===== config.mk =====
export PLATFORM = sky130hd
export DESIGN_NAME = pw_mem_sequencer
export DESIGN_NICKNAME = d
export VERILOG_FILES = /design/src/hw/pw_engine_pkg.sv /design/src/hw/pw_mem_sequencer.sv
export SDC_FILE = /design/constraint.sdc
export NUM_CORES = 1
export LEC_CHECK = 0
export BUFFER_PORTS_ARGS = -buffer_cell sky130_fd_sc_hd__buf_2
export CAP_MARGIN = 20
export CORE_MARGIN = 4
export CORE_UTILIZATION = 50
export CTS_CLUSTER_SIZE = 16
export DETAILED_ROUTE_END_ITERATION = 16
export GPL_TIMING_DRIVEN = 0
export PLACE_DENSITY = 0.89
export SKIP_LAST_GASP = 1
export SLEW_MARGIN = 20
export SYNTH_ARGS = -nofsm -noshare
export SYNTH_HDL_FRONTEND = slang
export SYNTH_SLANG_ARGS = --single-unit

===== constraint.sdc =====
create_clock -name clk -period 3.2 [get_ports clk]
set_clock_uncertainty 0.1 [all_clocks]
set_input_delay 0.8 -clock clk [delete_from_list [all_inputs] [get_ports clk]]
set_output_delay 0.8 -clock clk [all_outputs]
set_load 0.01 [all_outputs]

===== src/hw/pw_engine_pkg.sv =====
package pw_engine_pkg;

    // ==========================================================
    // Widths and constants
    // ==========================================================

    // One lane slot in a memory word, top bit unused
    localparam int REG_SIZE       = 24;
    localparam int COEFF_WIDTH    = 23;
    localparam int LANES          = 4;
    localparam int MEM_ADDR_WIDTH = 15;
    localparam int MEM_DATA_WIDTH = LANES * REG_SIZE;

    // Depth of the lane pipe, operand capture to result
    localparam int ARITH_LATENCY  = 3;

    typedef logic [COEFF_WIDTH-1:0]    coeff_t;
    typedef logic [MEM_ADDR_WIDTH-1:0] mem_addr_t;
    typedef logic [MEM_DATA_WIDTH-1:0] mem_word_t;

    localparam coeff_t MLDSA_Q = 23'd8380417;

    // ==========================================================
    // Enums and structs
    // ==========================================================

    typedef enum logic {
        RW_IDLE   = 1'b0,
        RW_ACTIVE = 1'b1
    } rw_cmd_t;

    typedef struct packed {
        rw_cmd_t   cmd;
        mem_addr_t addr;
    } mem_req_t;

    typedef enum logic [1:0] {
        PW_MUL = 2'd0,
        PW_ADD = 2'd1,
        PW_SUB = 2'd2
    } pw_mode_t;

    // Destination shares base_c with the accumulate source
    typedef struct packed {
        mem_addr_t base_a;
        mem_addr_t base_b;
        mem_addr_t base_c;
    } pw_base_addr_t;

    typedef struct packed {
        logic      valid;
        logic      last;
        mem_addr_t wr_addr;
    } pw_issue_t;

    typedef enum logic [1:0] {
        SEQ_IDLE  = 2'd0,
        SEQ_RUN   = 2'd1,
        SEQ_DRAIN = 2'd2
    } pw_seq_state_t;

endpackage


===== src/hw/pw_mem_sequencer.sv =====
module pw_mem_sequencer #(
    parameter int POLY_WORDS = 64
) (
    input  logic                          clk,
    input  logic                          reset_n,
    input  logic                          start_i,
    input  pw_engine_pkg::pw_mode_t       mode_i,
    input  logic                          accumulate_i,
    input  pw_engine_pkg::pw_base_addr_t  base_addr_i,
    input  logic                          done_i,
    output pw_engine_pkg::mem_req_t       a_rd_req_o,
    output pw_engine_pkg::mem_req_t       b_rd_req_o,
    output pw_engine_pkg::mem_req_t       c_rd_req_o,
    output pw_engine_pkg::pw_issue_t      issue_o,
    output pw_engine_pkg::pw_mode_t       op_mode_o,
    output logic                          op_accumulate_o,
    output logic                          busy_o
);
    import pw_engine_pkg::*;

    localparam int CNT_W = $clog2(POLY_WORDS);

    pw_seq_state_t   state_q;
    logic [CNT_W-1:0] word_cnt_q;
    logic            last_word;
    mem_addr_t       word_ofs;

    // Run configuration held from start until done
    pw_mode_t        mode_q;
    logic            mac_q;
    pw_base_addr_t   base_q;

    assign last_word = (word_cnt_q == CNT_W'(POLY_WORDS - 1));
    assign word_ofs  = mem_addr_t'(word_cnt_q);

    // ==========================================================
    // Run state machine
    // ==========================================================

    always_ff @(posedge clk or negedge reset_n) begin
        if (!reset_n) begin
            state_q    <= SEQ_IDLE;
            word_cnt_q <= '0;
            mode_q     <= PW_MUL;
            mac_q      <= 1'b0;
            base_q     <= '0;
        end else begin
            case (state_q)
                SEQ_IDLE: begin
                    if (start_i) begin
                        state_q    <= SEQ_RUN;
                        word_cnt_q <= '0;
                        mode_q     <= mode_i;
                        // Accumulate only has a meaning for multiply
                        mac_q      <= accumulate_i && (mode_i == PW_MUL);
                        base_q     <= base_addr_i;
                    end
                end
                SEQ_RUN: begin
                    word_cnt_q <= word_cnt_q + 1'b1;
                    if (last_word) begin
                        state_q <= SEQ_DRAIN;
                    end
                end
                SEQ_DRAIN: begin
                    // Wait for the last write to leave the aligner
                    if (done_i) begin
                        state_q <= SEQ_IDLE;
                    end
                end
                default: state_q <= SEQ_IDLE;
            endcase
        end
    end

    // One word issued per cycle while running
    always_comb begin
        a_rd_req_o.cmd   = (state_q == SEQ_RUN) ? RW_ACTIVE : RW_IDLE;
        a_rd_req_o.addr  = base_q.base_a + word_ofs;
        b_rd_req_o.cmd   = (state_q == SEQ_RUN) ? RW_ACTIVE : RW_IDLE;
        b_rd_req_o.addr  = base_q.base_b + word_ofs;
        c_rd_req_o.cmd   = (state_q == SEQ_RUN && mac_q) ? RW_ACTIVE : RW_IDLE;
        c_rd_req_o.addr  = base_q.base_c + word_ofs;

        issue_o.valid    = (state_q == SEQ_RUN);
        issue_o.last     = last_word;
        issue_o.wr_addr  = base_q.base_c + word_ofs;
    end

    assign op_mode_o       = mode_q;
    assign op_accumulate_o = mac_q;
    assign busy_o          = (state_q != SEQ_IDLE);

    // ==========================================================
    // Assertions
    // ==========================================================

    // A start that arrives mid-run does not restart the word count
    a_start_ignored_in_run: assert property (
        @(posedge clk) disable iff (!reset_n)
        (start_i && state_q == SEQ_RUN && !last_word)
            |=> (state_q == SEQ_RUN) && (word_cnt_q == $past(word_cnt_q) + 1'b1)
    );

    // C reads only for multiply-accumulate runs
    a_c_read_mac_only: assert property (
        @(posedge clk) disable iff (!reset_n)
        (c_rd_req_o.cmd == RW_ACTIVE)
            |-> (op_mode_o == PW_MUL) && op_accumulate_o
    );

endmodule


### Word-level counts from Yosys, hierarchy flattened

Cells that the tools add are included.

| word-level totals | value |
|---|---|
| bits in registers | 56 |
| bits in latches | 0 |
| bits in writable memories | 0 |
| ROM bits | 0 |
| input bits | 52 |
| output and inout bits | 69 |
| word-level logic and storage cells | 34 |
| memories kept | 0 |

| operators by class | value |
|---|---|
| add/sub/neg operators | 4 |
| multiply operators | 0 |
| div/mod/pow operators | 0 |
| magnitude comparators | 0 |
| equal/unequal tests | 6 |
| shifts and indexed selects | 0 |
| muxes and demuxes | 8 |
| bitwise logic cells | 0 |
| reduce and logical (&&, ||, !) cells | 9 |

Operators with widths:

| kind | count |
|---|---|
| 15-bit by 6-bit adder with 15-bit output | 3 |
| 6-bit case mux with 2 select lines | 1 |
| 6-bit by 1-bit adder with 6-bit output, second input constant | 1 |
| 6-bit equality test, second input constant | 1 |
| 2-bit 2-to-1 mux | 3 |
| 6-bit 2-to-1 mux | 1 |
| 2-bit case mux with 3 select lines | 1 |
| 2-bit zero test | 2 |
| 2-bit != test, second input constant | 2 |
| 2-bit AND reduction | 2 |
| 2-bit nonzero test | 2 |
| 3-bit AND reduction | 1 |
| 2-bit by 1-bit equality test with 1-bit output, second input constant | 1 |
| 2-bit equality test, second input constant | 1 |
| 1-bit logical AND | 2 |
| 1-bit 2-to-1 mux | 2 |
| 2-bit by 1-bit != test with 1-bit output, second input constant | 1 |

### Depth between registers and ports, before layout

| logic depth | value |
|---|---|
| word-level depth | 3 |
| gate-level depth with buffers | 9 |
| mapped depth without buffers | 8 |

### Worst setup path after synthesis

OpenSTA, ideal clock, no wires.

| path | value |
|---|---|
| path kind | flip-flop to output port |
| start point | reg word_cnt_q[0] |
| end point | out issue_o[14] (netlist bit) |
| data arrival time | 2.117 ns |
| data required time | 2.300 ns |
| slack | 0.183 ns |
| stages on the path, launching flop included | 10 |
| buffers on the path | 1 |
| cell sequence | dfrtp_1 > ha_1 > inv_1 > fa_1 > nor2b_1 > o31a_1 > o21a_1 > o2111ai_1 > xnor2_1 > buf_4 |

RTL lines:

| what | line | RTL |
|---|---|---|
| from (decl) | pw_mem_sequencer.sv:24 | `logic [CNT_W-1:0] word_cnt_q;` |
| from (signal assigned) | pw_mem_sequencer.sv:60 | `word_cnt_q <= word_cnt_q + 1'b1;` |
| to (decl) | pw_mem_sequencer.sv:14 | `output pw_engine_pkg::pw_issue_t issue_o,` |

==> results.ini <==
[timing]
fin_crit_sh=1.04
maxSlewViolCount=0
setup_viol=18
timing.hold.ws_ns=0.381
worst_slack_ns=-0.135
slew_headroom=0.529
worstMarginPinSlew_ns=0.706
fin_crit_ns=3.34
max_freq_mhz=300
report.final.hold_viol_count=0
rsz0062_at_grt=true

[synth]
synth.distinct_cells=38
synth_flop_cell=dfrtp_1
ys_seq_elements=56
seq_area_frac_synth=0.410
syn-num-nets=480
synth_edf_count=0
syn_inst=406
yosys_warnings=0
synth-async-reset-ratio=1.00
syn_area_um2=3420
avgSynthCellArea_um2=8.42

[drt]
drt-initial-drc-count=167
wl_um=9760
via_count=3355
first_pass_iters=4
ant_nets=0
drcViolationCount=0
via_per_inst=5.32
wire_per_inst_um=15.5

[final_layout]
mostFrequentLayoutCell=nand2_1
area_growth_syn_to_layout_pct=38.2
multi_input_area_um2=2110
final_cell_mix=nand2_1, buf_2, dfrtp_1
diodes=0
fin_area_um2=4720
num-nets-final=628
layout-drive-gt1-share=0.401
fillCellCount=483
seq_area_um2=1410

[setup_path]
startpoint=word_cnt_q[2]
criticalPathCategory=reg2out
regToRegSetupSlack_ns=1.45
endpoint=issue_o[8]
cp_max_fo=5
cp.required_ns=2.30
cp-end-kind=primary output
r2r-start=state_q[0]
start_kind=register
timing.rr.end=base_q[19]
ff2ff_path_depth=6
worstPathArrival_ns=2.44

[min_path]
min_path_type=reg2reg
whs_path_depth=2

[die]
io_pins=121
rows=29
die_y_um=90.7
die_w_um=90.7
coreArea_um2=6490
start_util=0.526
die_area_um2=8220

[power_and_ir_drop]
total_power_mw=5.77
max-vdd-ir-drop_v=0.000543
p_int_mw=3.09
pwr-share-seq=0.248
pwr-share-comb=0.686
clock_power_share=0.066
p_leak_nw=2.48
netSwitchingFraction=0.465
p_per_area_nw_per_um2=1220
p_switching_mw=2.68

[global_routing]
grt_max_degree=57
globalRoute.totalOverflow=0
track_usage=0.227
grt_pass1_wl_um=15300
grt_pass1_vias=3358
antenna_found_initial=0

[clocking]
hold_buffers=0
path_clk_slew_ns=0.10
cts_buffers=5
htree_levels=2
cts_tree=built
cts_root_buf=clkbuf_8
cts.sinks=56
cts_max_path_buffers=2
clk-insertion-delay-late_ns=0.30

[status]
violations=negative setup slack
status=finished, violations left

[run]
maxCapViolations=0

[placed_design]
postPlaceCellArea_um2=4120
place_congestion=0.860
port_buffers=120
dp_hpwl_um=6770

[power groups by stage]
stage	clock (mW)	sequential [mW]	combinational, mW
after global placement	0	1.38	3.07
final	0.380	1.43	3.96
after global routing	0.419	1.47	4.29
after CTS	0.392	1.40	3.60
after floorplan	0	1.31	2.13
after detailed placement	0	1.41	3.19
[flip-flops by register name, summed over array words and instances (netlist names)]
name / flops
word_cnt_q: 6
op_accumulate_o: 1
op_mode_o: 2
base_q: 45
state_q: 2
[critical path, cell delays in order (launching register included)]
cell and delay (ns):
dfrtp_2 0.51, ha_4 0.29, nor2b_2 0.16, o31a_1 0.27
o21a_4 0.25, o211ai_1 0.22, xnor2_1 0.18, buf_4 0.15
buf_6 0.09
[final cells by class]
class | instances | area share
multi-input cells | 310 | 0.446
well taps | 77 | 0.0204
clock buffers | 5 | 0.0146
inverters | 10 | 0.00795
clock inverters | 2 | 0.00265
repair buffers | 143 | 0.174
plain buffers | 28 | 0.0363
flip-flops and latches | 56 | 0.298
[worst min-delay path by stage]
stage / startpoint / slack [ns] / endpoint
CTS: op_mode_o[0] / 0.39 / op_mode_o[0]
global placement: op_mode_o[0] / 0.35 / op_mode_o[0]
global route: op_mode_o[0] / 0.42 / op_mode_o[0]
floorplan: base_q[0] / 0.35 / base_q[0]
finish: op_mode_o[0] / 0.38 / op_mode_o[0]
detailed placement: op_mode_o[0] / 0.36 / op_mode_o[0]
[per-stage QoR]
step	utilization	std cells	TNS (ns)	setup WS, ns
2_1_floorplan	-	406	0	0.183
3_3_place_gp	0.633	603	0	0.00161
3_5_place_dp	0.634	603	-0.608	-0.122
4_1_cts	0.693	624	-1.16	-0.132
5_1_grt	0.727	631	-4.59	-0.274
6_report	0.727	631	-0.956	-0.135
[cells in the mapped netlist, drive strengths merged, types with 2 or more instances]
master / number / area share
a21o: 3 / 0.0070
a21oi: 9 / 0.013
a221oi: 2 / 0.0051
a31oi: 3 / 0.0055
and3: 3 / 0.0055
buf: 24 / 0.048
clkbuf: 6 / 0.0066
dfrtp: 56 / 0.41
fa: 3 / 0.018
ha: 19 / 0.070
inv: 10 / 0.011
nand2: 154 / 0.17
nand2b: 4 / 0.0073
nand3: 8 / 0.012
nand4: 6 / 0.011
nor2: 13 / 0.014
nor3: 6 / 0.010
nor3b: 4 / 0.0088
nor4b: 2 / 0.0051
o211ai: 2 / 0.0044
o21a: 3 / 0.0066
o21ai: 13 / 0.019
o21bai: 5 / 0.011
o31ai: 2 / 0.0044
xnor2: 18 / 0.046
xor2: 20 / 0.051
[metal layers]
layer / up-vias / track usage / share of wire
met1: 1581 / 0.263 / 0.39
li1: 1606 / - / -
met2: 138 / 0.410 / 0.52
met4: 0 / 0.0944 / 0.029
met5: - / 0 / 0
met3: 30 / 0.0383 / 0.058
[cells by family (layout without fill, tap and decap cells)]
logic type / Yosys count / count (layout) / share of synthesized area
AOI/OAI and AO/OA: 47 / 47 / 0.0904
buffers and inverters: 40 / 188 / 0.0655
and+or+nand+nor: 203 / 203 / 0.249
DFF: 56 / 56 / 0.410
xor gates and xnor gates: 38 / 38 / 0.0974
adders and majority gates: 22 / 22 / 0.0871
[what timing repair did]
action,CTS,global route
setup endpoints to repair,36,37
pin swaps,23,27
gates cloned,0,0
setup buffers,16,7
resized for setup,39,32
(Power assumes the default switching activity.)
