**src/hw/pw_engine_pkg.sv**
```systemverilog
package pw_engine_pkg;

    // ==========================================================
    // Widths and constants
    // ==========================================================

    // One lane slot in a memory word, top bit unused
    localparam int REG_SIZE       = 24;
    localparam int COEFF_WIDTH    = 23;
    localparam int LANES          = 4;
    localparam int MEM_ADDR_WIDTH = 15;
    localparam int MEM_DATA_WIDTH = LANES * REG_SIZE;

    // Depth of the lane pipe, operand capture to result
    localparam int ARITH_LATENCY  = 3;

    typedef logic [COEFF_WIDTH-1:0]    coeff_t;
    typedef logic [MEM_ADDR_WIDTH-1:0] mem_addr_t;
    typedef logic [MEM_DATA_WIDTH-1:0] mem_word_t;

    localparam coeff_t MLDSA_Q = 23'd8380417;

    // ==========================================================
    // Enums and structs
    // ==========================================================

    typedef enum logic {
        RW_IDLE   = 1'b0,
        RW_ACTIVE = 1'b1
    } rw_cmd_t;

    typedef struct packed {
        rw_cmd_t   cmd;
        mem_addr_t addr;
    } mem_req_t;

    typedef enum logic [1:0] {
        PW_MUL = 2'd0,
        PW_ADD = 2'd1,
        PW_SUB = 2'd2
    } pw_mode_t;

    // Destination shares base_c with the accumulate source
    typedef struct packed {
        mem_addr_t base_a;
        mem_addr_t base_b;
        mem_addr_t base_c;
    } pw_base_addr_t;

    typedef struct packed {
        logic      valid;
        logic      last;
        mem_addr_t wr_addr;
    } pw_issue_t;

    typedef enum logic [1:0] {
        SEQ_IDLE  = 2'd0,
        SEQ_RUN   = 2'd1,
        SEQ_DRAIN = 2'd2
    } pw_seq_state_t;

endpackage

```
**src/hw/pw_write_aligner.sv**
```systemverilog
module pw_write_aligner (
    input  logic                       clk,
    input  logic                       reset_n,
    input  pw_engine_pkg::pw_issue_t   issue_i,
    input  logic                       res_valid_i,
    input  pw_engine_pkg::mem_word_t   res_word_i,
    output logic                       op_valid_o,
    output pw_engine_pkg::mem_req_t    wr_req_o,
    output pw_engine_pkg::mem_word_t   wr_data_o,
    output logic                       done_o
);
    import pw_engine_pkg::*;

    // Entry 0 lines up with read data, last entry with the pipe result
    pw_issue_t [ARITH_LATENCY:0] issue_pipe_q;
    pw_issue_t                   wr_tap;

    always_ff @(posedge clk or negedge reset_n) begin
        if (!reset_n) begin
            issue_pipe_q <= '0;
        end else begin
            issue_pipe_q[0] <= issue_i;
            for (int i = 1; i <= ARITH_LATENCY; i++) begin
                issue_pipe_q[i] <= issue_pipe_q[i-1];
            end
        end
    end

    assign op_valid_o = issue_pipe_q[0].valid;
    assign wr_tap     = issue_pipe_q[ARITH_LATENCY];

    // ==========================================================
    // Write port
    // ==========================================================

    always_comb begin
        wr_req_o.cmd  = wr_tap.valid ? RW_ACTIVE : RW_IDLE;
        wr_req_o.addr = wr_tap.wr_addr;
        // Slot top bit is always written as zero
        for (int l = 0; l < LANES; l++) begin
            wr_data_o[l*REG_SIZE +: REG_SIZE] = {1'b0, res_word_i[l*REG_SIZE +: COEFF_WIDTH]};
        end
    end

    assign done_o = wr_tap.valid && wr_tap.last;

    // Issue delay must match read latency plus lane pipe depth
    a_result_aligned: assert property (
        @(posedge clk) disable iff (!reset_n)
        wr_tap.valid |-> res_valid_i
    );

endmodule

```
**config.mk**
```make
export PLATFORM = sky130hd
export DESIGN_NAME = pw_write_aligner
export DESIGN_NICKNAME = d
export VERILOG_FILES = /design/src/hw/pw_engine_pkg.sv /design/src/hw/pw_write_aligner.sv
export SDC_FILE = /design/constraint.sdc
export NUM_CORES = 1
export LEC_CHECK = 0
export BUFFER_PORTS_ARGS = -buffer_cell sky130_fd_sc_hd__clkbuf_2
export CAP_MARGIN = 10
export CORE_ASPECT_RATIO = 1.2
export CORE_MARGIN = 2
export CORE_UTILIZATION = 25
export DETAILED_ROUTE_END_ITERATION = 10
export PLACE_DENSITY = 0.69
export SLEW_MARGIN = 20
export SYNTH_ARGS = -nofsm -noshare
export SYNTH_HDL_FRONTEND = slang
export SYNTH_SLANG_ARGS = --single-unit
```
**constraint.sdc**
```tcl
create_clock -name clk -period 0.8 [get_ports clk]
set_input_delay 0.12 -clock clk [delete_from_list [all_inputs] [get_ports clk]]
set_output_delay 0.12 -clock clk [all_outputs]
set_load 0.03 [all_outputs]
```
Word level (Yosys, flattened, before mapping)
Index checks and enable logic that the tools add are counted.
{"block": "totals", "reg_bits": 68, "in_bits": 116, "output_inout_bits": 114, "wordCells": 14}
{"block": "classes", "mux": 1, "n_reduce_logical": 1}
{"op": "1-bit logical AND", "n": 1}
{"op": "1-bit 2-to-1 mux", "n": 1}

Logic depth before layout (Yosys ltp)
Gate-level depths: netlist of run 1.
{"block": "logic_depth", "word_depth": 1, "mapped_depth": 1, "ltp_nobuf": 1}

Worst setup path before layout of run 1
No wires, ideal clock.
{"block": "synth_timing", "kind": "register to output", "from": "reg issue_pipe_q[67] (netlist bit)", "to": "out done_o", "t_arrival_ps": 607, "t_required_ps": 680, "path_slack_ps": 73, "stages_incl_launch_ff": 2, "n_path_buf": 0, "cell_sequence": "dfrtp_1 and2_1"}
{"block": "synth_via", "elab_chain_len": 1}
{"item": "start: declaration", "line": "pw_write_aligner.sv:15", "rtl": "pw_issue_t [ARITH_LATENCY:0] issue_pipe_q;"}
{"item": "start signal: indexed assignment", "line": "pw_write_aligner.sv:24", "rtl": "issue_pipe_q[i] <= issue_pipe_q[i-1];"}
{"item": "1-bit logical AND", "line": "pw_write_aligner.sv:45", "rtl": "assign done_o = wr_tap.valid && wr_tap.last;"}
{"item": "end: declaration", "line": "pw_write_aligner.sv:10", "rtl": "output logic done_o"}
No other way between the ends.

Final worst setup path of run 1
{"block": "layout_timing", "from": "reg issue_pipe_q[66] (netlist bit)", "to": "out done_o"}
Same word-level chain as after synthesis.

==> run_summary.xml, run 1 <==
<?xml version="1.0" encoding="UTF-8"?>
<metrics>
  <group name="die">
    <metric name="die_height" unit="µm">115</metric>
    <metric name="design.portCount" unit="">230</metric>
    <metric name="design.die.area" unit="µm²">11000</metric>
    <metric name="row_count" unit="">40</metric>
    <metric name="core_area" unit="µm²">9960</metric>
    <metric name="die_w" unit="µm">96.2</metric>
    <metric name="initial_utilization" unit="%">25.6</metric>
  </group>
  <group name="worst_setup_path">
    <metric name="critical_path_class" unit="">reg2out</metric>
    <metric name="timing.critical_path.from_type" unit="">flip-flop</metric>
    <metric name="regToRegSetupSlack" unit="ns">0.15</metric>
    <metric name="crit_slowest_cell" unit="">dfrtp_1</metric>
    <metric name="setup.worst_path.end_class" unit="">output pin</metric>
    <metric name="worst_path_dominant_cell_family" unit="">flip-flops</metric>
    <metric name="critical_path.cell_chain" unit="">and2_4 &gt; buf_8</metric>
    <metric name="crit_path_largest_cell_delay" unit="ns">0.36</metric>
    <metric name="count_of_buffer_and_inverter_cells_on_the_critical_path" unit="">1</metric>
    <metric name="worstPathRequired" unit="ns">0.68</metric>
    <metric name="critical_path_peak_fanout" unit="">1</metric>
    <metric name="arrival" unit="ns">0.96</metric>
  </group>
  <group name="synthesis">
    <metric name="synth-seq-cells" unit="">68</metric>
    <metric name="share_of_the_yosys_chip_area_belonging_to_registers" unit="%">66.7</metric>
    <metric name="synth_area" unit="µm²">2550</metric>
    <metric name="post_synth_num_cell_types" unit="">4</metric>
    <metric name="syn-instance-count" unit="">182</metric>
    <metric name="synthesis.yosys.warnings" unit="">0</metric>
    <metric name="syn-mean-instance-area" unit="µm²">14.0</metric>
  </group>
  <group name="timing">
    <metric name="max_freq" unit="MHz">924</metric>
    <metric name="clock-skew-final" unit="ns">0.00472</metric>
    <metric name="finalHoldViolCount" unit="">0</metric>
    <metric name="worst_slack" unit="ns">-0.283</metric>
    <metric name="grt_setup_unrepaired" unit="">yes</metric>
    <metric name="timing.final.crit_period" unit="ns">1.08</metric>
    <metric name="final_number_of_max_transition_violations" unit="">0</metric>
    <metric name="fraction_of_the_cycle_the_final_worst_path_needs" unit="%">135</metric>
    <metric name="setup_viol" unit="">18</metric>
    <metric name="timing.setup.tns" unit="ns">-3.23</metric>
  </group>
  <group name="detailed_routing">
    <metric name="wire_per_inst" unit="µm">11.7</metric>
    <metric name="drc_violation_count_after_routing" unit="">0</metric>
    <metric name="via_per_inst" unit="">3.41</metric>
    <metric name="via_count" unit="">932</metric>
    <metric name="route.final.wire_length" unit="µm">3190</metric>
    <metric name="detail_route.iter0.violations" unit="">12</metric>
    <metric name="antenna_violating_nets_post_route" unit="">0</metric>
    <metric name="drt-pass1-iter-count" unit="">2</metric>
  </group>
  <group name="pwr">
    <metric name="vdd_ir_drop_max" unit="µV">2270</metric>
    <metric name="power_leakage" unit="nW">1.26</metric>
    <metric name="power-per-cell-area" unit="nW/µm²">2760</metric>
  </group>
  <group name="clock_network">
    <metric name="clkTransAtPathRegs" unit="ns">0.05</metric>
    <metric name="cts_buffer_depth" unit="">2</metric>
    <metric name="clock_tree_from_tritoncts" unit="">done</metric>
    <metric name="clock_latency_of_the_later_clocked_register_in_the_worst_skew_pair" unit="ns">0.32</metric>
    <metric name="cts_root_buffer" unit="">clkbuf_16</metric>
    <metric name="cts_buffers" unit="">9</metric>
    <metric name="ctsHtreeMaxLevel" unit="">3</metric>
    <metric name="clock_sink_count" unit="">68</metric>
  </group>
  <group name="grt">
    <metric name="first_global_vias" unit="">999</metric>
    <metric name="grt_first_pass_wirelength" unit="µm">4740</metric>
    <metric name="antenna_found_initial" unit="">0</metric>
    <metric name="grtUsageTotal" unit="%">6.13</metric>
    <metric name="grt_remaining_overflow" unit="">0</metric>
    <metric name="grt_start_max_net_pins" unit="">44</metric>
  </group>
  <group name="layout">
    <metric name="layout-area-overhead-vs-synth" unit="%">7.55</metric>
    <metric name="num-nets-final" unit="">258</metric>
    <metric name="most_frequent_cells_in_the_layout" unit="">dfrtp_1 (68), dlygate4sd3_1 (18), clkbuf_2 (17), buf_8 (17), clkbuf_16 (9)</metric>
    <metric name="n_antenna_cell" unit="">0</metric>
    <metric name="post_route_cells_drive_above_1_share" unit="%">38.1</metric>
    <metric name="layout.cells.most_common" unit="">dfrtp_1</metric>
  </group>
  <group name="outcome">
    <metric name="outcome" unit="">complete, but fails checks</metric>
    <metric name="violations_in_the_final_reports" unit="">negative setup slack</metric>
  </group>
  <group name="hold_path">
    <metric name="class_of_the_tightest_hold_or_removal_check" unit="">in2out</metric>
  </group>
  <group name="job">
    <metric name="max_cap_viol_count" unit="">0</metric>
  </group>
  <group name="placed_design">
    <metric name="dp_worst_setup_slack" unit="ns">0.00842</metric>
    <metric name="gp_routability_congestion" unit="">0.629</metric>
    <metric name="placement.io_buffers" unit="">36</metric>
  </group>
</metrics>
==> layer usage <==
layer,wire length [µm],share of wire (%),global-route usage (%)
met5,0,0,0
met4,210,6.6,6.67
met3,433,14,4.54
met2,1600,50,8.94
met1,938,29,4.87
==> logic make-up after synthesis <==
kind of cell	share of synthesized area, %
flip-flops	66.7
buffers and inverters	32.9
other	0.147
AND/OR/NAND/NOR	0.245
==> cell type report <==
class	instances	area [µm²]
Timing Repair Buffer	58	592
Sequential cell	68	1700
Tap cell	126	158
Fill cell	972	7210
Multi-Input combinational cell	5	23.8
Clock buffer	11	243
Clock inverter	5	27.5
==> worst paths after layout <==
| check | start | cells past startpoint | end |
|---|---|---|---|
| hold reg to reg | issue_pipe_q[12] | 0 | issue_pipe_q[29] |
| setup reg to reg | op_valid_o | 1 | issue_pipe_q[33] |
| hold / removal | res_word_i[22] | 0 | wr_data_o[22] |
| min in group asynchronous | reset_n | 3 | issue_pipe_q[19] |
| max in group asynchronous | reset_n | 3 | wr_req_o[6] |
| setup / recovery | issue_pipe_q[66] | 2 | done_o |
==> synthesized netlist by cell type <==
library cell / n / area [µm²]
dfrtp_1: 68 / 1700
buf_4: 112 / 841
conb_1: 1 / 3.75
and2_1: 1 / 6.26
==> report_power, final <==
part           internal (mW)  switching, mW  leakage [nW]
sequential              3.62         0.0649         0.792
combinational          0.235          0.233         0.328
clock                   2.15           1.28         0.135
total                   6.01           1.58          1.26
==> stage by stage <==
stage | power (mW) | area (µm²) | util [%] | std cells | hold WS (ns)
floorplan | 4.77 | 2560 | - | 185 | -0.176
global placement | 4.02 | 2100 | 21.1 | 237 | 0.108
detailed placement | 4.03 | 2100 | 21.1 | 237 | 0.116
CTS | 7.65 | 2710 | 27.2 | 272 | 0.240
global route | 7.91 | 2750 | 27.6 | 273 | 0.240
finish | 7.58 | 2750 | 27.6 | 273 | 0.240
==> flip-flops by register name, indices dropped and copies added (netlist names) <==
register      flops
wr_req_o         15
op_valid_o        1
issue_pipe_q     52
==> repair_timing <==
item / 4_1_cts / 5_1_grt
gates resized for setup: 35 / 20
hold endpoints to repair: 85 / 0
setup buffers: 1 / 1
pin swaps: 1 / 0
hold buffers: 18 / 0
endpoints found under the setup margin: 18 / 18
Power figures use the tool's default switching activity.
==> inputs of run 2 (changes only) <==
--- a/config.mk
+++ b/config.mk
@@ -5,13 +5,14 @@
 export SDC_FILE = /design/constraint.sdc
 export NUM_CORES = 1
 export LEC_CHECK = 0
+export ABC_AREA = 1
 export BUFFER_PORTS_ARGS = -buffer_cell sky130_fd_sc_hd__clkbuf_2
 export CAP_MARGIN = 10
 export CORE_ASPECT_RATIO = 1.2
 export CORE_MARGIN = 2
 export CORE_UTILIZATION = 25
 export DETAILED_ROUTE_END_ITERATION = 10
-export PLACE_DENSITY = 0.69
+export PLACE_DENSITY = 0.64
 export SLEW_MARGIN = 20
 export SYNTH_ARGS = -nofsm -noshare
 export SYNTH_HDL_FRONTEND = slang
==> run 2 against run 1 <==
- final cell count shrank 1.1%
- critical path type unchanged
- via count shrank 2.5%
- clock skew decreased by 0.0015 ns
- hold slack about the same
- the flow still finishes with violations (negative setup slack)
- maximum frequency is 2.3% higher
- first-iteration DRC count rose by 58%
- cell area fell by 1.5%
- clock power barely moved
==> run_summary.xml, run 2 <==
<?xml version="1.0" encoding="UTF-8"?>
<metrics>
  <group name="pwr">
    <metric name="power_leakage" unit="nW">1.24</metric>
    <metric name="vdd_ir_drop_max" unit="µV">1830</metric>
    <metric name="power_frac_seq" unit="%">48.8</metric>
    <metric name="p_clk_share" unit="%">45.3</metric>
    <metric name="power.switching_fraction" unit="%">19.6</metric>
    <metric name="power-per-cell-area" unit="nW/µm²">2790</metric>
    <metric name="switching_power" unit="mW">1.48</metric>
    <metric name="power.share.combinational" unit="%">5.9</metric>
    <metric name="internal_power" unit="mW">6.07</metric>
  </group>
  <group name="synthesis">
    <metric name="synth_edf_count" unit="">0</metric>
    <metric name="combinational_family_with_the_most_area_after_synthesis" unit="">buffers and inverters</metric>
    <metric name="synth.area.top_cells" unit="">dfrtp_1 (67%), buf_4 (33%), conb_1 (0.15%), inv_1 (0.15%), nand2_1 (0.15%)</metric>
    <metric name="synth-simple-area-share" unit="%">0.147</metric>
    <metric name="yosys-mux-area-fraction" unit="%">0</metric>
    <metric name="syn-instance-count" unit="">183</metric>
    <metric name="synth_top_flop_cell" unit="">dfrtp_1</metric>
    <metric name="synth.cells.most_frequent" unit="">buf_4 (112), dfrtp_1 (68), conb_1 (1), inv_1 (1), nand2_1 (1)</metric>
    <metric name="syn-mean-instance-area" unit="µm²">14.0</metric>
    <metric name="synthAdderAreaFrac" unit="%">0</metric>
    <metric name="synth_compound_gate_area_share" unit="%">0</metric>
    <metric name="post_synth_num_cell_types" unit="">5</metric>
    <metric name="synth_area" unit="µm²">2550</metric>
    <metric name="synth-xor-area-share" unit="%">0</metric>
    <metric name="post-synth-top-area-fraction" unit="%">66.6</metric>
    <metric name="async_flop_share" unit="%">100</metric>
    <metric name="yosys.cell_count.top_type" unit="">buf_4</metric>
    <metric name="share_of_the_yosys_chip_area_belonging_to_registers" unit="%">66.6</metric>
    <metric name="synth-seq-cells" unit="">68</metric>
    <metric name="synth_largest_area_cell" unit="">dfrtp_1</metric>
    <metric name="synthesis.yosys.warnings" unit="">0</metric>
  </group>
  <group name="worst_setup_path">
    <metric name="worstRegToRegCells" unit="">0</metric>
    <metric name="beginning_of_the_critical_path" unit="">issue_pipe_q[67]</metric>
    <metric name="count_of_buffer_and_inverter_cells_on_the_critical_path" unit="">2</metric>
    <metric name="crit_slowest_cell" unit="">dfrtp_1</metric>
    <metric name="arrival" unit="ns">0.94</metric>
    <metric name="worst_path_dominant_cell_family" unit="">flip-flops</metric>
    <metric name="critical_path_class" unit="">reg2out</metric>
    <metric name="crit_path_largest_cell_delay" unit="ns">0.38</metric>
    <metric name="cp_num_cells" unit="">3</metric>
    <metric name="capturing_instance_or_port_of_the_critical_path" unit="">done_o</metric>
    <metric name="timing.critical_path.from_type" unit="">flip-flop</metric>
    <metric name="setup.worst_path.end_class" unit="">output pin</metric>
    <metric name="worstPathRequired" unit="ns">0.68</metric>
    <metric name="critical_path_peak_fanout" unit="">2</metric>
    <metric name="regToRegSetupSlack" unit="ns">0.29</metric>
    <metric name="timing.rr.start" unit="">op_valid_o</metric>
    <metric name="critical_path.cell_chain" unit="">nand2_1 &gt; inv_2 &gt; buf_8</metric>
    <metric name="worstReg2RegEnd" unit="">issue_pipe_q[33]</metric>
  </group>
  <group name="timing">
    <metric name="final_number_of_max_transition_violations" unit="">0</metric>
    <metric name="max_freq" unit="MHz">945</metric>
    <metric name="finalHoldViolCount" unit="">0</metric>
    <metric name="fraction_of_the_cycle_the_final_worst_path_needs" unit="%">132</metric>
    <metric name="timing.final.crit_period" unit="ns">1.06</metric>
    <metric name="timing.setup.tns" unit="ns">-3.01</metric>
    <metric name="worst_slack" unit="ns">-0.258</metric>
    <metric name="fin_worst_hold_slack" unit="ns">0.240</metric>
    <metric name="grt_setup_unrepaired" unit="">yes</metric>
    <metric name="clock-skew-final" unit="ns">0.00324</metric>
    <metric name="setup_viol" unit="">18</metric>
  </group>
  <group name="grt">
    <metric name="antenna_found_initial" unit="">0</metric>
    <metric name="grt_start_max_net_pins" unit="">69</metric>
    <metric name="first_global_vias" unit="">1016</metric>
    <metric name="grt_remaining_overflow" unit="">0</metric>
    <metric name="grt_first_pass_wirelength" unit="µm">4990</metric>
    <metric name="grtUsageTotal" unit="%">6.44</metric>
  </group>
  <group name="detailed_routing">
    <metric name="detail_route.iter0.violations" unit="">19</metric>
    <metric name="via_count" unit="">909</metric>
    <metric name="drt-pass1-iter-count" unit="">2</metric>
    <metric name="drc_violation_count_after_routing" unit="">0</metric>
    <metric name="route.final.wire_length" unit="µm">3320</metric>
    <metric name="antenna_violating_nets_post_route" unit="">0</metric>
    <metric name="via_per_inst" unit="">3.37</metric>
    <metric name="wire_per_inst" unit="µm">12.3</metric>
  </group>
  <group name="layout">
    <metric name="most_frequent_cells_in_the_layout" unit="">dfrtp_1 (68), dlygate4sd3_1 (18), clkbuf_2 (17), buf_8 (17), clkbuf_16 (9)</metric>
    <metric name="layout-area-overhead-vs-synth" unit="%">5.93</metric>
    <metric name="core_occupancy_in_the_finished_layout" unit="%">27.2</metric>
    <metric name="layout.cells.most_common" unit="">dfrtp_1</metric>
    <metric name="num-nets-final" unit="">256</metric>
    <metric name="fill_cells" unit="">967</metric>
    <metric name="post_route_cells_drive_above_1_share" unit="%">35.4</metric>
    <metric name="stdcell_count" unit="">270</metric>
    <metric name="largest_register_ffs" unit="">52</metric>
    <metric name="n_antenna_cell" unit="">0</metric>
    <metric name="regMostFlops" unit="">issue_pipe_q</metric>
  </group>
  <group name="die">
    <metric name="core_area" unit="µm²">9960</metric>
    <metric name="initial_utilization" unit="%">25.6</metric>
    <metric name="row_count" unit="">40</metric>
    <metric name="design.die.area" unit="µm²">11000</metric>
    <metric name="die_w" unit="µm">96.3</metric>
    <metric name="die_height" unit="µm">115</metric>
    <metric name="design.portCount" unit="">230</metric>
  </group>
  <group name="clock_network">
    <metric name="clock_latency_of_the_later_clocked_register_in_the_worst_skew_pair" unit="ns">0.32</metric>
    <metric name="clock_sink_count" unit="">68</metric>
    <metric name="clkTransAtPathRegs" unit="ns">0.05</metric>
    <metric name="cts_buffers" unit="">9</metric>
    <metric name="clock_tree_from_tritoncts" unit="">done</metric>
    <metric name="ctsHtreeMaxLevel" unit="">3</metric>
    <metric name="cts_root_buffer" unit="">clkbuf_16</metric>
    <metric name="cts_buffer_depth" unit="">2</metric>
  </group>
  <group name="hold_path">
    <metric name="class_of_the_tightest_hold_or_removal_check" unit="">in2out</metric>
  </group>
  <group name="placed_design">
    <metric name="post-place-cells" unit="">237</metric>
    <metric name="gp_routability_congestion" unit="">0.595</metric>
    <metric name="placement.io_buffers" unit="">36</metric>
  </group>
  <group name="outcome">
    <metric name="violations_in_the_final_reports" unit="">negative setup slack</metric>
    <metric name="outcome" unit="">complete, but fails checks</metric>
  </group>
  <group name="job">
    <metric name="max_cap_viol_count" unit="">0</metric>
  </group>
</metrics>
-- run 2: per-layer routing --
| metal | wire [µm] | track usage, % | vias to the layer above |
|---|---|---|---|
| met5 | 36 | 2.31 | - |
| met4 | 119 | 6.00 | 2 |
| met3 | 852 | 7.97 | 23 |
| met2 | 1470 | 7.78 | 102 |
| met1 | 840 | 4.80 | 428 |
| li1 | - | - | 354 |
-- run 2: per-stage QoR --
| stage | setup slack [ns] | total power [mW] | cell area [µm²] |
|---|---|---|---|
| after global routing | -0.299 | 7.86 | 2710 |
| after floorplan | 0.121 | 4.77 | 2560 |
| after CTS | -0.283 | 7.65 | 2680 |
| after global placement | 0.0617 | 4.00 | 2080 |
| final | -0.258 | 7.54 | 2710 |
| after detailed placement | 0.0432 | 4.01 | 2080 |
-- run 2: cells by family after synthesis --
family	count (synthesis)
flops	68
other cells	1
simple gates	1
buf+inv	113
-- run 2: worst min path at each step --
| stage | startpoint | to | cells after the start |
|---|---|---|---|
| 3_3_place_gp | reset_n | issue_pipe_q[5] | 2 |
| 6_report | res_word_i[1] | wr_data_o[1] | 0 |
| 4_1_cts | res_word_i[18] | wr_data_o[18] | 0 |
| 2_1_floorplan | reset_n | issue_pipe_q[0] | 0 |
| 5_1_grt | res_word_i[1] | wr_data_o[1] | 0 |
| 3_5_place_dp | reset_n | issue_pipe_q[5] | 2 |
-- run 2: what timing repair did --
action | 4_1_cts | 5_1_grt
pin swaps | 1 | 1
endpoints found under the setup margin | 18 | 18
setup buffers | 0 | 0
gates resized for setup | 35 | 18
hold buffers | 18 | 0
hold endpoints to repair | 85 | 0
-- run 2: area by class of cell --
cell class                 instances  area (µm²)  area share [%]
tap                              126         158            5.83
timing repair buffer              55         553            20.4
multi-input combinational          5        18.8           0.694
sequential                        68        1700            62.9
clock buffer                      13         260            9.62
inverter                           1        3.75           0.139
clock inverter                     2        10.0           0.370
-- run 2: power by group through the flow --
stage | logic (mW) | registers (mW) | clock network [mW]
final | 0.444 | 3.68 | 3.41
after detailed placement | 0.288 | 3.72 | 0
after global routing | 0.478 | 3.70 | 3.69
after CTS | 0.425 | 3.68 | 3.55
after floorplan | 1.06 | 3.71 | 0
after global placement | 0.285 | 3.72 | 0
==> inputs of run 3 (changes only) <==
--- a/config.mk
+++ b/config.mk
@@ -5,7 +5,6 @@
 export SDC_FILE = /design/constraint.sdc
 export NUM_CORES = 1
 export LEC_CHECK = 0
-export ABC_AREA = 1
 export BUFFER_PORTS_ARGS = -buffer_cell sky130_fd_sc_hd__clkbuf_2
 export CAP_MARGIN = 10
 export CORE_ASPECT_RATIO = 1.2
==> run 3 against run 2 <==
- the flow still finishes with violations (negative setup slack)
- clock power is 50% higher
- power is 23% higher
- global-route usage grew 0.31 points
- first-iteration DRC count down 79%
==> run_summary.xml, run 3 (synthesized netlist as in run 1, its figures left out) <==
<?xml version="1.0" encoding="UTF-8"?>
<metrics>
  <group name="outcome">
    <metric name="outcome" unit="">complete, but fails checks</metric>
    <metric name="violations_in_the_final_reports" unit="">negative setup slack</metric>
  </group>
  <group name="worst_setup_path">
    <metric name="critical_path.cell_chain" unit="">and2_4 &gt; buf_8</metric>
    <metric name="timing.critical_path.from_type" unit="">flip-flop</metric>
    <metric name="critical_path_peak_fanout" unit="">2</metric>
    <metric name="worstPathRequired" unit="ns">0.68</metric>
    <metric name="beginning_of_the_critical_path" unit="">issue_pipe_q[67]</metric>
    <metric name="capturing_instance_or_port_of_the_critical_path" unit="">done_o</metric>
    <metric name="worstRegToRegCells" unit="">0</metric>
    <metric name="arrival" unit="ns">0.97</metric>
    <metric name="crit_slowest_cell" unit="">dfrtp_1</metric>
    <metric name="worst_path_dominant_cell_family" unit="">flip-flops</metric>
    <metric name="worstReg2RegEnd" unit="">issue_pipe_q[33]</metric>
    <metric name="regToRegSetupSlack" unit="ns">0.27</metric>
    <metric name="count_of_buffer_and_inverter_cells_on_the_critical_path" unit="">1</metric>
    <metric name="setup.worst_path.end_class" unit="">output pin</metric>
    <metric name="critical_path_class" unit="">reg2out</metric>
    <metric name="cp_num_cells" unit="">2</metric>
    <metric name="crit_path_largest_cell_delay" unit="ns">0.38</metric>
    <metric name="timing.rr.start" unit="">op_valid_o</metric>
  </group>
  <group name="clock_network">
    <metric name="ctsHtreeMaxLevel" unit="">3</metric>
    <metric name="clock_sink_count" unit="">68</metric>
    <metric name="clkTransAtPathRegs" unit="ns">0.05</metric>
    <metric name="cts_root_buffer" unit="">clkbuf_16</metric>
    <metric name="clock_tree_from_tritoncts" unit="">done</metric>
    <metric name="cts_buffer_depth" unit="">2</metric>
    <metric name="cts_buffers" unit="">9</metric>
    <metric name="clock_latency_of_the_later_clocked_register_in_the_worst_skew_pair" unit="ns">0.32</metric>
  </group>
  <group name="timing">
    <metric name="fraction_of_the_cycle_the_final_worst_path_needs" unit="%">136</metric>
    <metric name="timing.final.crit_period" unit="ns">1.09</metric>
    <metric name="timing.setup.tns" unit="ns">-3.27</metric>
    <metric name="grt_setup_unrepaired" unit="">yes</metric>
    <metric name="clock-skew-final" unit="ns">0.00396</metric>
    <metric name="finalHoldViolCount" unit="">0</metric>
    <metric name="setup_viol" unit="">18</metric>
    <metric name="worst_slack" unit="ns">-0.289</metric>
    <metric name="max_freq" unit="MHz">919</metric>
    <metric name="final_number_of_max_transition_violations" unit="">0</metric>
  </group>
  <group name="grt">
    <metric name="grt_remaining_overflow" unit="">0</metric>
    <metric name="grtUsageTotal" unit="%">6.75</metric>
    <metric name="first_global_vias" unit="">1009</metric>
    <metric name="grt_start_max_net_pins" unit="">48</metric>
    <metric name="grt_first_pass_wirelength" unit="µm">5130</metric>
    <metric name="antenna_found_initial" unit="">0</metric>
  </group>
  <group name="die">
    <metric name="core_area" unit="µm²">9960</metric>
    <metric name="initial_utilization" unit="%">25.6</metric>
    <metric name="die_w" unit="µm">96.2</metric>
    <metric name="design.portCount" unit="">230</metric>
    <metric name="die_height" unit="µm">115</metric>
    <metric name="design.die.area" unit="µm²">11000</metric>
    <metric name="row_count" unit="">40</metric>
  </group>
  <group name="pwr">
    <metric name="p_clk_share" unit="%">55.2</metric>
    <metric name="internal_power" unit="mW">7.60</metric>
    <metric name="power_frac_seq" unit="%">39.8</metric>
    <metric name="power.switching_fraction" unit="%">17.8</metric>
    <metric name="power.share.combinational" unit="%">5.0</metric>
    <metric name="switching_power" unit="mW">1.64</metric>
    <metric name="power_leakage" unit="nW">1.30</metric>
    <metric name="vdd_ir_drop_max" unit="µV">2070</metric>
    <metric name="power-per-cell-area" unit="nW/µm²">3240</metric>
  </group>
  <group name="layout">
    <metric name="largest_register_ffs" unit="">52</metric>
    <metric name="layout.cells.most_common" unit="">dfrtp_1</metric>
    <metric name="n_antenna_cell" unit="">0</metric>
    <metric name="layout-area-overhead-vs-synth" unit="%">11.8</metric>
    <metric name="core_occupancy_in_the_finished_layout" unit="%">28.6</metric>
    <metric name="most_frequent_cells_in_the_layout" unit="">dfrtp_1 (68), dlygate4sd3_1 (18), clkbuf_2 (17), buf_8 (17), clkbuf_16 (9)</metric>
    <metric name="num-nets-final" unit="">257</metric>
    <metric name="fill_cells" unit="">950</metric>
    <metric name="stdcell_count" unit="">272</metric>
    <metric name="regMostFlops" unit="">issue_pipe_q</metric>
    <metric name="post_route_cells_drive_above_1_share" unit="%">38.4</metric>
  </group>
  <group name="placed_design">
    <metric name="post-place-cells" unit="">237</metric>
    <metric name="gp_routability_congestion" unit="">0.604</metric>
    <metric name="placement.io_buffers" unit="">36</metric>
    <metric name="dp_worst_setup_slack" unit="ns">0.00422</metric>
    <metric name="place_hpwl" unit="µm">2090</metric>
  </group>
  <group name="detailed_routing">
    <metric name="via_count" unit="">912</metric>
    <metric name="via_per_inst" unit="">3.35</metric>
    <metric name="drt-pass1-iter-count" unit="">2</metric>
    <metric name="drc_violation_count_after_routing" unit="">0</metric>
    <metric name="route.final.wire_length" unit="µm">3600</metric>
    <metric name="antenna_violating_nets_post_route" unit="">0</metric>
    <metric name="detail_route.iter0.violations" unit="">4</metric>
    <metric name="wire_per_inst" unit="µm">13.2</metric>
  </group>
  <group name="hold_path">
    <metric name="class_of_the_tightest_hold_or_removal_check" unit="">in2async</metric>
  </group>
  <group name="job">
    <metric name="max_cap_viol_count" unit="">0</metric>
  </group>
</metrics>
[run 3: through the flow]
stage	hold slack [ns]	cell area [µm²]	power [mW]
floorplan	-0.176	2560	4.77
global placement	-0.0317	2090	4.01
finish	0.174	2850	9.25
global route	0.178	2850	9.58
CTS	0.163	2820	9.31
detailed placement	-0.0231	2090	4.02
[run 3: layer usage]
layer  part of all wire (%)  wire [µm]  track usage, %  vias to the layer above
li1                       -          -               -                      354
met1                     26        930            4.97                      440
met2                     49       1750            9.49                       91
met3                     21        749            6.58                       27
met4                    4.7        169            6.29                        0
met5                      0          0            1.96                        -
[run 3: power groups by stage]
stage / sequential (mW) / clock (mW) / combinational [mW]
floorplan: 3.71 / 0 / 1.06
global placement: 3.72 / 0 / 0.288
global route: 3.70 / 5.39 / 0.492
CTS: 3.68 / 5.20 / 0.428
detailed placement: 3.73 / 0 / 0.292
finish: 3.68 / 5.10 / 0.460
[run 3: worst min path at each step]
stage          startpoint               end  depth (start not counted)
3_3_place_gp      reset_n  issue_pipe_q[23]                          1
5_1_grt           reset_n  issue_pipe_q[44]                          2
6_report          reset_n  issue_pipe_q[31]                          2
3_5_place_dp      reset_n  issue_pipe_q[27]                          1
2_1_floorplan     reset_n   issue_pipe_q[0]                          0
4_1_cts           reset_n  issue_pipe_q[48]                          2
[run 3: repair_timing]
action                     in CTS  in global routing
gates cloned                    0                  0
hold buffers                   18                  0
hold endpoints to repair       85                  0
pin swaps                       1                  0
setup endpoints to repair      18                 18
gates resized for setup        35                 20
buffers inserted                0                  1
[run 3: area by class of cell]
type | count | area, µm² | area share (%)
flip-flops and latches | 68 | 1700 | 59.6
clock inverters | 6 | 159 | 5.57
well taps | 126 | 158 | 5.53
multi-input cells | 5 | 23.8 | 0.833
repair buffers | 57 | 572 | 20.0
clock buffers | 10 | 239 | 8.38
